`src/softmax_fmt_pkg.sv`:
```
// Signed Q16.16 element format shared by the datapath
// Sums hold n elements of at most 1.0 each, so they never go negative
package softmax_fmt_pkg;

    localparam int width      = 32;  // Element width
    localparam int frac_width = 16;  // Fractional bits

    // One element, lane 0 sits in the most significant slot of a tile
    typedef logic signed [width-1:0] elem_t;

    localparam elem_t one_q    = elem_t'(1) <<< frac_width;   // 1.0
    localparam elem_t min_elem = {1'b1, {(width-1){1'b0}}};  // Most negative value

    // Width of an unsigned sum of n elements in [0, 1.0]
    function automatic int sum_width(input int n);
        return width + $clog2(n + 1);
    endfunction

    // Tiles needed for n elements, last tile may be partial
    function automatic int num_tiles(input int n, input int t);
        return (n + t - 1) / t;
    endfunction

endpackage

```
`src/softmax_ctrl_pkg.sv`:
```
// Controller state encoding and the pass select seen by the exponent unit
package softmax_ctrl_pkg;

    // Passes of one run, in order
    typedef enum logic [2:0] {
        s_idle,
        s_load,    // Store tiles, track the maximum
        s_sum,     // Read back, accumulate 2^(x - max)
        s_log,     // Register log2 of the sum
        s_output,  // Read back, emit normalized tiles
        s_done
    } state_t;

    // Which offset the exponent unit applies
    typedef enum logic {
        sum_pass,  // x - max
        out_pass   // x - max - log2(sum)
    } pass_t;

endpackage

```
`src/softmax_ctrl.sv`:
```
// Pass sequencer; one tile is read per cycle, read data lands one cycle after its address
// Input tiles are taken only in load, there is no back-pressure on either stream
`timescale 1ns/100ps

module softmax_ctrl (
    input  logic                    clk,
    input  logic                    rst_n,
    input  logic                    start,
    input  logic                    tile_in_valid,
    input  logic                    last_tile,
    output logic                    cnt_clear,
    output logic                    cnt_step,
    output logic                    wr_en,
    output logic                    max_en,
    output logic                    acc_clear,
    output logic                    acc_en,
    output logic                    log_load,
    output logic                    out_en,
    output logic                    done,
    output softmax_ctrl_pkg::pass_t pass
);

    softmax_ctrl_pkg::state_t state, state_nx;

    logic accept;  // Input tile written this cycle
    logic issue;   // Read address issued this cycle
    logic rd_q;    // Read data valid this cycle
    logic last_q;  // Read data of the last tile valid this cycle

    assign accept = (state == softmax_ctrl_pkg::s_load) && tile_in_valid;

    // Stop issuing once the last address has gone out, the pass then drains one cycle
    assign issue = ((state == softmax_ctrl_pkg::s_sum) || (state == softmax_ctrl_pkg::s_output))
                   && !last_q;

    assign cnt_clear = start && ((state == softmax_ctrl_pkg::s_idle) ||
                                 (state == softmax_ctrl_pkg::s_done));
    assign cnt_step  = accept || issue;
    assign wr_en     = accept;
    assign max_en    = accept;
    assign acc_clear = accept && last_tile;  // Sum starts fresh on the next cycle
    assign acc_en    = rd_q && (state == softmax_ctrl_pkg::s_sum);
    assign log_load  = (state == softmax_ctrl_pkg::s_log);
    assign out_en    = rd_q && (state == softmax_ctrl_pkg::s_output);
    assign pass      = (state == softmax_ctrl_pkg::s_output) ? softmax_ctrl_pkg::out_pass
                                                             : softmax_ctrl_pkg::sum_pass;

    always_comb begin
        state_nx = state;
        case (state)
            softmax_ctrl_pkg::s_idle:   if (start) state_nx = softmax_ctrl_pkg::s_load;
            softmax_ctrl_pkg::s_load:   if (accept && last_tile) state_nx = softmax_ctrl_pkg::s_sum;
            softmax_ctrl_pkg::s_sum:    if (last_q) state_nx = softmax_ctrl_pkg::s_log;
            softmax_ctrl_pkg::s_log:    state_nx = softmax_ctrl_pkg::s_output;
            softmax_ctrl_pkg::s_output: if (last_q) state_nx = softmax_ctrl_pkg::s_done;
            softmax_ctrl_pkg::s_done: begin
                state_nx = start ? softmax_ctrl_pkg::s_load : softmax_ctrl_pkg::s_idle;
            end
            default:                    state_nx = softmax_ctrl_pkg::s_idle;
        endcase
    end

    always_ff @(posedge clk) begin
        if (!rst_n) begin
            state  <= softmax_ctrl_pkg::s_idle;
            rd_q   <= 1'b0;
            last_q <= 1'b0;
            done   <= 1'b0;
        end else begin
            state  <= state_nx;
            rd_q   <= issue;
            last_q <= issue && last_tile;
            done   <= (state == softmax_ctrl_pkg::s_done);  // Lands after the last tile_out_valid
        end
    end

    // Runs are at least several cycles long, so two done pulses can never touch
    a_done_single: assert property (@(posedge clk) disable iff (!rst_n) done |=> !done);

endmodule

```
`src/tile_counter.sv`:
```
// Tile index within a pass; wraps to zero after the last tile so every pass starts at 0
`timescale 1ns/100ps

module tile_counter #(
    parameter int TOTAL_ELEMENTS = 20,
    parameter int TILE_SIZE      = 8
) (
    input  logic                                    clk,
    input  logic                                    rst_n,
    input  logic                                    cnt_clear,
    input  logic                                    cnt_step,
    output logic [$clog2(softmax_fmt_pkg::num_tiles(TOTAL_ELEMENTS, TILE_SIZE) + 1)-1:0] addr,
    output logic [$clog2(TILE_SIZE + 1)-1:0]        valid_lanes,
    output logic                                    last_tile
);

    localparam int n_tiles    = softmax_fmt_pkg::num_tiles(TOTAL_ELEMENTS, TILE_SIZE);
    localparam int addr_w     = $clog2(n_tiles + 1);
    localparam int lane_w     = $clog2(TILE_SIZE + 1);
    localparam int last_lanes = TOTAL_ELEMENTS - (n_tiles - 1) * TILE_SIZE;  // 1..TILE_SIZE

    assign last_tile   = (addr == addr_w'(n_tiles - 1));
    assign valid_lanes = last_tile ? lane_w'(last_lanes) : lane_w'(TILE_SIZE);

    always_ff @(posedge clk) begin
        if (!rst_n) begin
            addr <= '0;
        end else if (cnt_clear) begin
            addr <= '0;
        end else if (cnt_step) begin
            if (last_tile) begin
                addr <= '0;  // Wrap, next pass begins at tile 0
            end else begin
                addr <= addr + 1'b1;
            end
        end
    end

    // The buffer only has n_tiles words
    a_addr_range: assert property (@(posedge clk) disable iff (!rst_n)
        addr < addr_w'(n_tiles));

endmodule

```
`src/tile_buffer.sv`:
```
// One write port, one read port; read data appears the cycle after rd_addr
`timescale 1ns/100ps

module tile_buffer #(
    parameter int TOTAL_ELEMENTS = 20,
    parameter int TILE_SIZE      = 8
) (
    input  logic                                          clk,
    input  logic                                          wr_en,
    input  logic [$clog2(softmax_fmt_pkg::num_tiles(TOTAL_ELEMENTS, TILE_SIZE) + 1)-1:0] wr_addr,
    input  logic [$clog2(softmax_fmt_pkg::num_tiles(TOTAL_ELEMENTS, TILE_SIZE) + 1)-1:0] rd_addr,
    input  softmax_fmt_pkg::elem_t [0:TILE_SIZE-1]        wr_data,
    output softmax_fmt_pkg::elem_t [0:TILE_SIZE-1]        rd_data
);

    localparam int n_tiles = softmax_fmt_pkg::num_tiles(TOTAL_ELEMENTS, TILE_SIZE);

    softmax_fmt_pkg::elem_t [0:TILE_SIZE-1] mem [n_tiles];  // One word per tile

    always_ff @(posedge clk) begin
        if (wr_en) begin
            mem[wr_addr] <= wr_data;
        end
        rd_data <= mem[rd_addr];  // Read every cycle
    end

endmodule

```
`src/max_tracker.sv`:
```
// Running maximum over the valid lanes of each loaded tile
// Padding lanes of the last tile never take part
`timescale 1ns/100ps

module max_tracker #(
    parameter int TILE_SIZE = 8
) (
    input  logic                                   clk,
    input  logic                                   rst_n,
    input  logic                                   max_en,
    input  logic                                   clear,
    input  softmax_fmt_pkg::elem_t [0:TILE_SIZE-1] tile_in,
    input  logic [$clog2(TILE_SIZE + 1)-1:0]       valid_lanes,
    output softmax_fmt_pkg::elem_t                 max_val
);

    localparam int lane_w = $clog2(TILE_SIZE + 1);

    softmax_fmt_pkg::elem_t tile_max;  // Max of running value and this tile

    always_comb begin
        tile_max = max_val;
        for (int i = 0; i < TILE_SIZE; i++) begin
            if ((lane_w'(i) < valid_lanes) && (tile_in[i] > tile_max)) begin
                tile_max = tile_in[i];
            end
        end
    end

    always_ff @(posedge clk) begin
        if (!rst_n) begin
            max_val <= softmax_fmt_pkg::min_elem;
        end else if (clear) begin
            max_val <= softmax_fmt_pkg::min_elem;  // New run
        end else if (max_en) begin
            max_val <= tile_max;
        end
    end

endmodule

```
`src/pow2_vec.sv`:
```
// Per-lane 2^t with 2^f approximated as 1 + f; t is formed with two guard bits so it never wraps
// Lanes at or past the tile's valid count read as zero
`timescale 1ns/100ps

module pow2_vec #(
    parameter int TILE_SIZE = 8
) (
    input  logic                                   clk,
    input  logic                                   rst_n,
    input  softmax_fmt_pkg::elem_t [0:TILE_SIZE-1] rd_data,
    input  softmax_fmt_pkg::elem_t                 max_val,
    input  softmax_fmt_pkg::elem_t                 log_val,
    input  softmax_ctrl_pkg::pass_t                pass,
    input  logic [$clog2(TILE_SIZE + 1)-1:0]       valid_lanes,
    input  logic                                   out_en,
    output softmax_fmt_pkg::elem_t [0:TILE_SIZE-1] exp_tile,
    output softmax_fmt_pkg::elem_t [0:TILE_SIZE-1] tile_out,
    output logic                                   tile_out_valid
);

    localparam int w      = softmax_fmt_pkg::width;
    localparam int fw     = softmax_fmt_pkg::frac_width;
    localparam int lane_w = $clog2(TILE_SIZE + 1);

    logic [lane_w-1:0]      lanes_q;   // Lane count aligned with rd_data
    softmax_fmt_pkg::elem_t log_term;

    // 2^(x - m - l) = (1 + frac) >> -floor(t)
    function automatic softmax_fmt_pkg::elem_t pow2(input softmax_fmt_pkg::elem_t x,
                                                    input softmax_fmt_pkg::elem_t m,
                                                    input softmax_fmt_pkg::elem_t l);
        logic signed [w+1:0] t;
        logic signed [w+1:0] ip;
        logic [fw:0]         mant;
        t    = x - m - l;
        ip   = t >>> fw;               // floor(t)
        mant = {1'b1, t[fw-1:0]};      // one_q plus the fraction
        if (ip <= -w) return '0;       // Shift of width or more
        if (ip >= 0) return softmax_fmt_pkg::elem_t'(mant);  // Only t in [0,1) on valid lanes
        return softmax_fmt_pkg::elem_t'(mant >> (-ip));
    endfunction

    assign log_term = (pass == softmax_ctrl_pkg::out_pass) ? log_val : '0;

    always_comb begin
        for (int i = 0; i < TILE_SIZE; i++) begin
            if (lane_w'(i) < lanes_q) begin
                exp_tile[i] = pow2(rd_data[i], max_val, log_term);
            end else begin
                exp_tile[i] = '0;  // Padding lane
            end
        end
    end

    always_ff @(posedge clk) begin
        lanes_q <= valid_lanes;  // Follows the address into the buffer
        if (out_en) begin
            tile_out <= exp_tile;
        end
    end

    always_ff @(posedge clk) begin
        if (!rst_n) begin
            tile_out_valid <= 1'b0;
        end else begin
            tile_out_valid <= out_en;
        end
    end

endmodule

```
`src/log2_sum.sv`:
```
// Sum of exponent tiles and log2 of the total, log2 m taken as m - 1 on the mantissa
// The sum must be at least 1.0 when the log is taken, which the max lane guarantees
`timescale 1ns/100ps

module log2_sum #(
    parameter int TOTAL_ELEMENTS = 20,
    parameter int TILE_SIZE      = 8
) (
    input  logic                                   clk,
    input  logic                                   rst_n,
    input  logic                                   acc_clear,
    input  logic                                   acc_en,
    input  logic                                   log_load,
    input  softmax_fmt_pkg::elem_t [0:TILE_SIZE-1] exp_tile,
    output softmax_fmt_pkg::elem_t                 log_val
);

    localparam int w     = softmax_fmt_pkg::width;
    localparam int fw    = softmax_fmt_pkg::frac_width;
    localparam int sum_w = softmax_fmt_pkg::sum_width(TOTAL_ELEMENTS);

    logic [sum_w-1:0]       tile_sum;
    logic [sum_w-1:0]       sum_q;
    logic [sum_w-1:0]       norm;   // Sum with its leading one at the top bit
    int                     lead;   // Leading-one position
    softmax_fmt_pkg::elem_t log_d;

    always_comb begin
        tile_sum = '0;
        for (int i = 0; i < TILE_SIZE; i++) begin
            tile_sum = tile_sum + sum_w'(unsigned'(exp_tile[i]));  // Lanes are non-negative
        end
    end

    always_comb begin
        lead = 0;
        for (int b = 0; b < sum_w; b++) begin
            if (sum_q[b]) lead = b;
        end
        norm  = sum_q << (sum_w - 1 - lead);
        // Integer part k - frac_width, fraction is the bits below the leading one
        log_d = {(w - fw)'(lead - fw), norm[sum_w-2 -: fw]};
    end

    always_ff @(posedge clk) begin
        if (!rst_n) begin
            sum_q <= '0;
        end else if (acc_clear) begin
            sum_q <= '0;
        end else if (acc_en) begin
            sum_q <= sum_q + tile_sum;
        end
    end

    always_ff @(posedge clk) begin
        if (log_load) begin
            log_val <= log_d;
        end
    end

    // The max lane contributes exactly 1.0, so a smaller sum means a broken sum pass
    a_sum_min: assert property (@(posedge clk) disable iff (!rst_n)
        log_load |-> (sum_q >= sum_w'(softmax_fmt_pkg::one_q)));

endmodule

```
`src/softmax_top.sv`:
```
// Tiled base-2 softmax over TOTAL_ELEMENTS Q16.16 values, TILE_SIZE per tile
// No back-pressure, and the source sends at most the vector length per run
`timescale 1ns/100ps

module softmax_top #(
    parameter int TOTAL_ELEMENTS = 20,
    parameter int TILE_SIZE      = 8
) (
    input  logic                                   clk,
    input  logic                                   rst_n,
    input  logic                                   start,
    input  softmax_fmt_pkg::elem_t [0:TILE_SIZE-1] tile_in,
    input  logic                                   tile_in_valid,
    output softmax_fmt_pkg::elem_t [0:TILE_SIZE-1] tile_out,
    output logic                                   tile_out_valid,
    output logic                                   done
);

    localparam int n_tiles = softmax_fmt_pkg::num_tiles(TOTAL_ELEMENTS, TILE_SIZE);
    localparam int addr_w  = $clog2(n_tiles + 1);
    localparam int lane_w  = $clog2(TILE_SIZE + 1);

    logic                                   cnt_clear, cnt_step, last_tile;
    logic                                   wr_en, max_en;
    logic                                   acc_clear, acc_en, log_load, out_en;
    softmax_ctrl_pkg::pass_t                pass;
    logic [addr_w-1:0]                      addr;         // Shared write and read address
    logic [lane_w-1:0]                      valid_lanes;
    softmax_fmt_pkg::elem_t [0:TILE_SIZE-1] rd_data;
    softmax_fmt_pkg::elem_t [0:TILE_SIZE-1] exp_tile;
    softmax_fmt_pkg::elem_t                 max_val;
    softmax_fmt_pkg::elem_t                 log_val;

    softmax_ctrl i_ctrl (
        .clk(clk), .rst_n(rst_n), .start(start), .tile_in_valid(tile_in_valid),
        .last_tile(last_tile), .cnt_clear(cnt_clear), .cnt_step(cnt_step), .wr_en(wr_en),
        .max_en(max_en), .acc_clear(acc_clear), .acc_en(acc_en), .log_load(log_load),
        .out_en(out_en), .done(done), .pass(pass)
    );

    tile_counter #(.TOTAL_ELEMENTS(TOTAL_ELEMENTS), .TILE_SIZE(TILE_SIZE)) i_counter (
        .clk(clk), .rst_n(rst_n), .cnt_clear(cnt_clear), .cnt_step(cnt_step),
        .addr(addr), .valid_lanes(valid_lanes), .last_tile(last_tile)
    );

    tile_buffer #(.TOTAL_ELEMENTS(TOTAL_ELEMENTS), .TILE_SIZE(TILE_SIZE)) i_buffer (
        .clk(clk), .wr_en(wr_en), .wr_addr(addr), .rd_addr(addr),
        .wr_data(tile_in), .rd_data(rd_data)
    );

    max_tracker #(.TILE_SIZE(TILE_SIZE)) i_max (
        .clk(clk), .rst_n(rst_n), .max_en(max_en), .clear(cnt_clear),  // Cleared as a run starts
        .tile_in(tile_in), .valid_lanes(valid_lanes), .max_val(max_val)
    );

    pow2_vec #(.TILE_SIZE(TILE_SIZE)) i_pow2 (
        .clk(clk), .rst_n(rst_n), .rd_data(rd_data), .max_val(max_val), .log_val(log_val),
        .pass(pass), .valid_lanes(valid_lanes), .out_en(out_en), .exp_tile(exp_tile),
        .tile_out(tile_out), .tile_out_valid(tile_out_valid)
    );

    log2_sum #(.TOTAL_ELEMENTS(TOTAL_ELEMENTS), .TILE_SIZE(TILE_SIZE)) i_log2 (
        .clk(clk), .rst_n(rst_n), .acc_clear(acc_clear), .acc_en(acc_en),
        .log_load(log_load), .exp_tile(exp_tile), .log_val(log_val)
    );

endmodule

```
`config.mk`:
```
export PLATFORM = sky130hd
export DESIGN_NAME = softmax_top
export DESIGN_NICKNAME = d
export VERILOG_FILES = /design/src/softmax_fmt_pkg.sv /design/src/softmax_ctrl_pkg.sv /design/src/softmax_ctrl.sv /design/src/tile_counter.sv /design/src/tile_buffer.sv /design/src/max_tracker.sv /design/src/pow2_vec.sv /design/src/log2_sum.sv /design/src/softmax_top.sv
export SDC_FILE = /design/constraint.sdc
export NUM_CORES = 2
export LEC_CHECK = 0
export BUFFER_PORTS_ARGS = -buffer_cell sky130_fd_sc_hd__clkbuf_2
export CORE_MARGIN = 4
export CORE_UTILIZATION = 50
export DETAILED_ROUTE_END_ITERATION = 8
export PLACE_DENSITY = 0.78
export SLEW_MARGIN = 15
export SYNTH_ARGS = -nofsm -noshare
export SYNTH_HDL_FRONTEND = slang
export SYNTH_SLANG_ARGS = --single-unit
```
`constraint.sdc`:
```
create_clock -name clk -period 36 [get_ports clk]
set_clock_uncertainty 0.15 [all_clocks]
set_input_delay 3.6 -clock clk [delete_from_list [all_inputs] [get_ports clk]]
set_output_delay 3.6 -clock clk [all_outputs]
set_load 0.1 [all_outputs]
```
# Yosys cells after proc, flatten, opt, wreduce, memory -nomap -nowiden
# Memory sizes are Yosys's and may differ from the RTL's. A register that Yosys moved wholly into a read port is not among the register bits.
# Cells that the tools add are included.
[totals] ramBits=768 ff_bits=370 n_memories=1 wordCells=273
[classes] n_bitwise=1 order_cmp=40 n_reduce_logical=23 add_sub_neg=35 n_mux=136 n_eq_ne=10 shifts=9
[mem_list] name="i_buffer.mem" words=3 word_bits=256 rd=1 rd_clocked_by_memory_dff=1 write_ports=1 line="tile_buffer.sv:18" source="softmax_fmt_pkg::elem_t [0:TILE_SIZE-1] mem [n_tiles];"
[op_table] cell="two-way mux 32 bit" count=49
[op_table] cell="negator 18 -> 34 bit" count=8
[op_table] cell="right shift 17 x 34 -> 32 bit" count=8
[op_table] cell="subtractor 33 x 32 -> 34 bit" count=8
[op_table] cell="subtractor 32 x 32 -> 33 bit" count=8
[op_table] cell="> comparator 32 bit" count=8
[op_table] cell="adder 37 x 32 -> 37 bit" count=6
[op_table] cell="greater-or-equal comparator 18 x 1 -> 1 bit (second input constant)" count=8
[op_table] cell="<= comparator 18 x 6 -> 1 bit (second input constant)" count=8
[op_table] cell="two-way mux 5 bit" count=16
[op_table] cell="two-way mux 1 bit" count=45
[op_table] cell="adder 37 bit" count=1
[op_table] cell="<< shifter 37 x 32 -> 36 bit" count=1
[op_table] cell="two-way mux 4 bit" count=9
[op_table] cell="adder 32 x 32 -> 33 bit" count=1
[op_table] cell="< comparator 3 x 4 -> 1 bit (first input constant)" count=8
[op_table] cell="two-way mux 6 bit" count=5
[op_table] cell="two-way mux 3 bit" count=8
[op_table] cell="one-hot mux 3 bit (6 select lines)" count=1
[op_table] cell="< comparator 1 x 4 -> 1 bit (first input constant)" count=4
[op_table] cell="< comparator 2 x 4 -> 1 bit (first input constant)" count=4
[op_table] cell="logical AND 1 bit" count=15
[op_table] cell="subtractor 6 x 5 -> 7 bit (second input constant)" count=1
[op_table] cell="subtractor 6 x 6 -> 7 bit (first input constant)" count=1
[op_table] cell="14 further kinds" count=23

# Logic depth before layout (Yosys ltp)
[depth] ltp_word=38 mapped_depth=139

# By module
# Synthesis repeated with hierarchy kept, for this count alone.
[unflattened] cells_unflattened=9060 area_unflattened_um2=93395.8
[modules_own_cells] module="pow2_vec" cells_per_inst=4805 area_per_inst_um2=38265.4 seq_area_each_um2=4184.0 n_inst=1
[modules_own_cells] module="tile_buffer" cells_per_inst=1881 area_per_inst_um2=33694.8 seq_area_each_um2=28187.0 n_inst=1
[modules_own_cells] module="log2_sum" cells_per_inst=937 area_per_inst_um2=10572.6 seq_area_each_um2=1431.4 n_inst=1
[modules_own_cells] module="max_tracker" cells_per_inst=1381 area_per_inst_um2=10367.4 seq_area_each_um2=640.6 n_inst=1
[modules_own_cells] module="softmax_ctrl" cells_per_inst=41 area_per_inst_um2=372.9 seq_area_each_um2=120.1 n_inst=1
[modules_own_cells] module="tile_counter" cells_per_inst=15 area_per_inst_um2=122.6 seq_area_each_um2=40.0 n_inst=1

# Worst setup path before layout
# Ideal clock, no wire load.
[synth_timing] kind="input to register" from="input tile_in[238] (netlist bit)" to="register i_max.max_val[30]" setup_slack_ps=9652 path_stages=128 arrival_time_ps=26092 n_path_buf=16 path_cell_list="ha_1 -> nand4_1 -> nor3_1 -> a21boi_1 -> nor4b_1 -> or4_1 -> nand2_1 -> clkbuf_1 -> buf_1 -> a21oi_1 -> ha_1 -> nand4_1 -> nor3_1 -> nand4_1 -> or4_1 -> or3_1 -> nor3_1 -> a211oi_1 -> (+92 left out) -> nand2b_1 -> a21oi_1 -> nor2b_1 -> o21ai_0 -> nand2b_1 -> a21oi_1 -> o31ai_1 -> nand3_1 -> o211ai_1 -> a21oi_1 -> nand3_1 -> o2111a_1 -> clkbuf_1 -> nor2_1 -> clkbuf_1 -> nand3_1 -> or4_1 -> o311ai_0"
[synth_via] elab_chain_cells=24
[synth_lines] item="start: declaration" line="softmax_top.sv:12" source="input softmax_fmt_pkg::elem_t [0:TILE_SIZE-1] tile_in,"
[synth_lines] item="> comparator 32 bit" line="max_tracker.sv:24" source="if ((lane_w'(i) < valid_lanes) && (tile_in[i] > tile_max)) begin"
[synth_lines] item="logical AND 1 bit" line="max_tracker.sv:24"
[synth_lines] item="two-way mux 32 bit (*)" line="max_tracker.sv:24"
[synth_lines] item="> comparator 32 bit" line="max_tracker.sv:24"
[synth_lines] item="logical AND 1 bit" line="max_tracker.sv:24"
[synth_lines] item="two-way mux 32 bit (*)" line="max_tracker.sv:24"
[synth_lines] item="> comparator 32 bit" line="max_tracker.sv:24"
[synth_lines] item="logical AND 1 bit" line="max_tracker.sv:24"
[synth_lines] item="(+8 left out)"
[synth_lines] item="logical AND 1 bit" line="max_tracker.sv:24"
[synth_lines] item="two-way mux 32 bit (*)" line="max_tracker.sv:24"
[synth_lines] item="> comparator 32 bit" line="max_tracker.sv:24"
[synth_lines] item="logical AND 1 bit" line="max_tracker.sv:24"
[synth_lines] item="two-way mux 32 bit (*)" line="max_tracker.sv:24"
[synth_lines] item="> comparator 32 bit" line="max_tracker.sv:24"
[synth_lines] item="logical AND 1 bit" line="max_tracker.sv:24"
[synth_lines] item="two-way mux 32 bit (*)" line="max_tracker.sv:24"
[synth_lines] item="end signal: assignment" line="max_tracker.sv:32" source="max_val <= softmax_fmt_pkg::min_elem;"
[synth_lines] item="end signal: assignment" line="max_tracker.sv:34" source="max_val <= softmax_fmt_pkg::min_elem;"
[synth_lines] item="end signal: assignment" line="max_tracker.sv:36" source="max_val <= tile_max;"
[synth_lines] item="end: declaration" line="max_tracker.sv:14" source="output softmax_fmt_pkg::elem_t max_val"
# Mark *: on every way between the ends. The rest lies on a longest branch, timed or not.
# A chain may end at the register's enable or synchronous reset.

# Final worst setup path
[layout_timing] from="input tile_in[238] (netlist bit)" to="register i_max.max_val[27]"
# Same word-level chain as after synthesis.

==> reports/results.txt <==
Status: finished, final reports clean
Clock Sinks: 1263
EDFF count, synth: 927
First-pass GRT wire length: 457800 um
Endpoints failing setup: 0
Setup TNS: 0 ps
Cell taking the most area after synthesis: edfxtp_1
TritonCTS clock tree: yes
Num rows: 151
F_max: 32.24 MHz
Worst setup SP type: input port
Rel. slew slack: 0.1774
Sequential Area: 0.03457 sq mm
Largest net degree at the start of global routing: 169
Ports: 518
Maxcap violations: 0
Filler cells: 14560
Pins Over Slew Limit: 0
Top_reg_cell synth: edfxtp_1
CTS resizes: 0
CTS hold repair buffers: 0
Die X: 422.2 um
Area Overhead vs Synth: 10.98%
Leading cell type in the layout, fill and taps excluded: edfxtp_1
DR pass1 iterations: 7
Initial antenna violation count: 40
# Post-CTS Setup Buffers: 0
Gr usage total: 0.3536
Synth top area share: 0.3246
Starting Density: 0.5044
DR DRC count: 0
Die H: 422.2 um
Count of cell types in the netlist: 110
Register area share after synthesis: 0.4030
Remaining antenna violation count: 0
Placeable Area: 0.1700 sq mm
CP dominant cell by count: a21oi_1
Mapped Area: 0.08577 sq mm
Clk buf depth: 3
H-tree levels: 4
RSZ-0062 raised after global routing: false
Critical Path AT: 31550 ps
Total gr overflow: 0
Clk root buf: clkbuf_16
Multi-input gate area: 0.04773 sq mm
Worst Path Max Fanout: 63
CP Class: in -> reg
Number of I/O port buffers: 397
Synth area leaders: edfxtp_1, ha_1, fa_1
Max incr delay on CP: 870 ps
Final worst-path cycle share: 0.8616
Final nets: 9966
Largest delay share family, worst path: compound AO/OA/AOI/OAI gates
Initial drt markers: 9032
Post-synth ARST share: 0
CP Data Required Time: 36530 ps
Worst Path Buf+Inv: 12
Worst skew pair latency: 830 ps
Most frequent cells in the layout: edfxtp_1, nand2_1, o21ai_0
Synth warnings: 0
Worst hold path type: reg -> reg
Share of layout cells above drive strength 1: 0.1087
Die area: 0.1782 sq mm
Worst-Margin Slew: 1221 ps
Slowest CP cell: o21ai_0
Crit path time final: 31020 ps
Vias in the first global route: 65590
Post-Syn Area per Cell: 10.22 sq um
Final wirelength: 325600 um
CP endpoint kind: flip-flop
Worst-path clk slew: 80 ps
Routed vias: 70130
Hold Fails Final Rpt: 0
Avg WL per Cell: 29.27 um
Detail Placement HPWL: 251900 um
Vias per inst: 6.305
Placer congestion estimate: 1.055
Register bit total from synthesis: 1263
Fin Hold WS: 233.1 ps
Post-Synthesis Cells: 8395
TritonCTS Buffers: 138
synth_stat cells, drive strengths merged, types with 48 or more instances:
master	number
or4	48
and2	74
xor2	76
mux2	49
nor2b	76
nand2	827
nor2	484
a21boi	52
ha	584
buf	161
o311ai	50
o211ai	56
a211oi	76
and3	75
or3	63
a21oi	506
fa	358
mux2i	526
inv	536
xnor2	187
nand4	77
nand2b	75
dfxtp	336
o21a	72
nand3	201
o21ai	679
clkbuf	271
edfxtp	927
nor3	141
a21o	123
layout make-up:
class,instances,area share
diodes,26,0.0006835
clock buffers,186,0.04077
clock inverters,70,0.01052
inverters,540,0.02129
multi-input cells,6279,0.5014
flip-flops and latches,1263,0.3632
well taps,2218,0.02915
repair buffers,542,0.03297
worst reg2reg max path, delay by kind of cell, from the launching register on:
family	cells	cell delay [ps]
compound gates	59	13360
fa+ha+maj	8	2490
flops	1	390
simple gates	34	7110
buf+inv	12	3970
mux	3	1360
cell families after synthesis:
family                     share of synthesized area
and+or+nand+nor                               0.1294
xor gates and xnor gates                     0.02686
adders and majority gates                     0.1689
muxes                                        0.07495
DFF                                           0.4030
buffers and inverters                        0.04818
other                                     0.00004372
AOI/OAI and AO/OA                             0.1487
registers in the layout, indices dropped and copies added (netlist names):
name,cells
i_pow2.tile_out,136
i_ctrl.state,3
i_max.max_val,32
i_log2.sum_q,37
i_ctrl.rd_q,1
i_log2.log_val,23
i_ctrl.done,1
i_pow2.tile_out_valid,1
i_buffer.mem,768
i_counter.addr,2
i_ctrl.last_q,1
i_buffer.rd_data,256
i_pow2.lanes_q,2
final timing paths:
check	end	slack, ps	depth (start not counted)	from
min	i_buffer.rd_data[103]	230	2	i_buffer.mem[2][103]
max	i_max.max_val[27]	4980	117	tile_in[238]
max reg2reg	i_max.max_val[27]	7090	116	i_max.max_val[28]
min reg2reg	i_buffer.rd_data[103]	230	2	i_buffer.mem[2][103]
metal layers:
metal,wire (um),global-route usage
met1,123500,0.4609
met2,134200,0.5039
met4,30650,0.2754
met5,123,0
met3,37140,0.08781
through the flow:
stage	cell area, sq um	worst slack (ps)	cells	util
after CTS	95100	5426	11100	0.5593
final	95190	4982	11120	0.5598
after floorplan	86220	9652	8514	-
after global routing	95160	3208	11110	0.5596
after detailed placement	90220	4624	10840	0.5306
after global placement	90220	5042	10840	0.5306
Power is not shown: default switching activity piles up to over one toggle a cycle in this logic, so the estimate is an artifact.
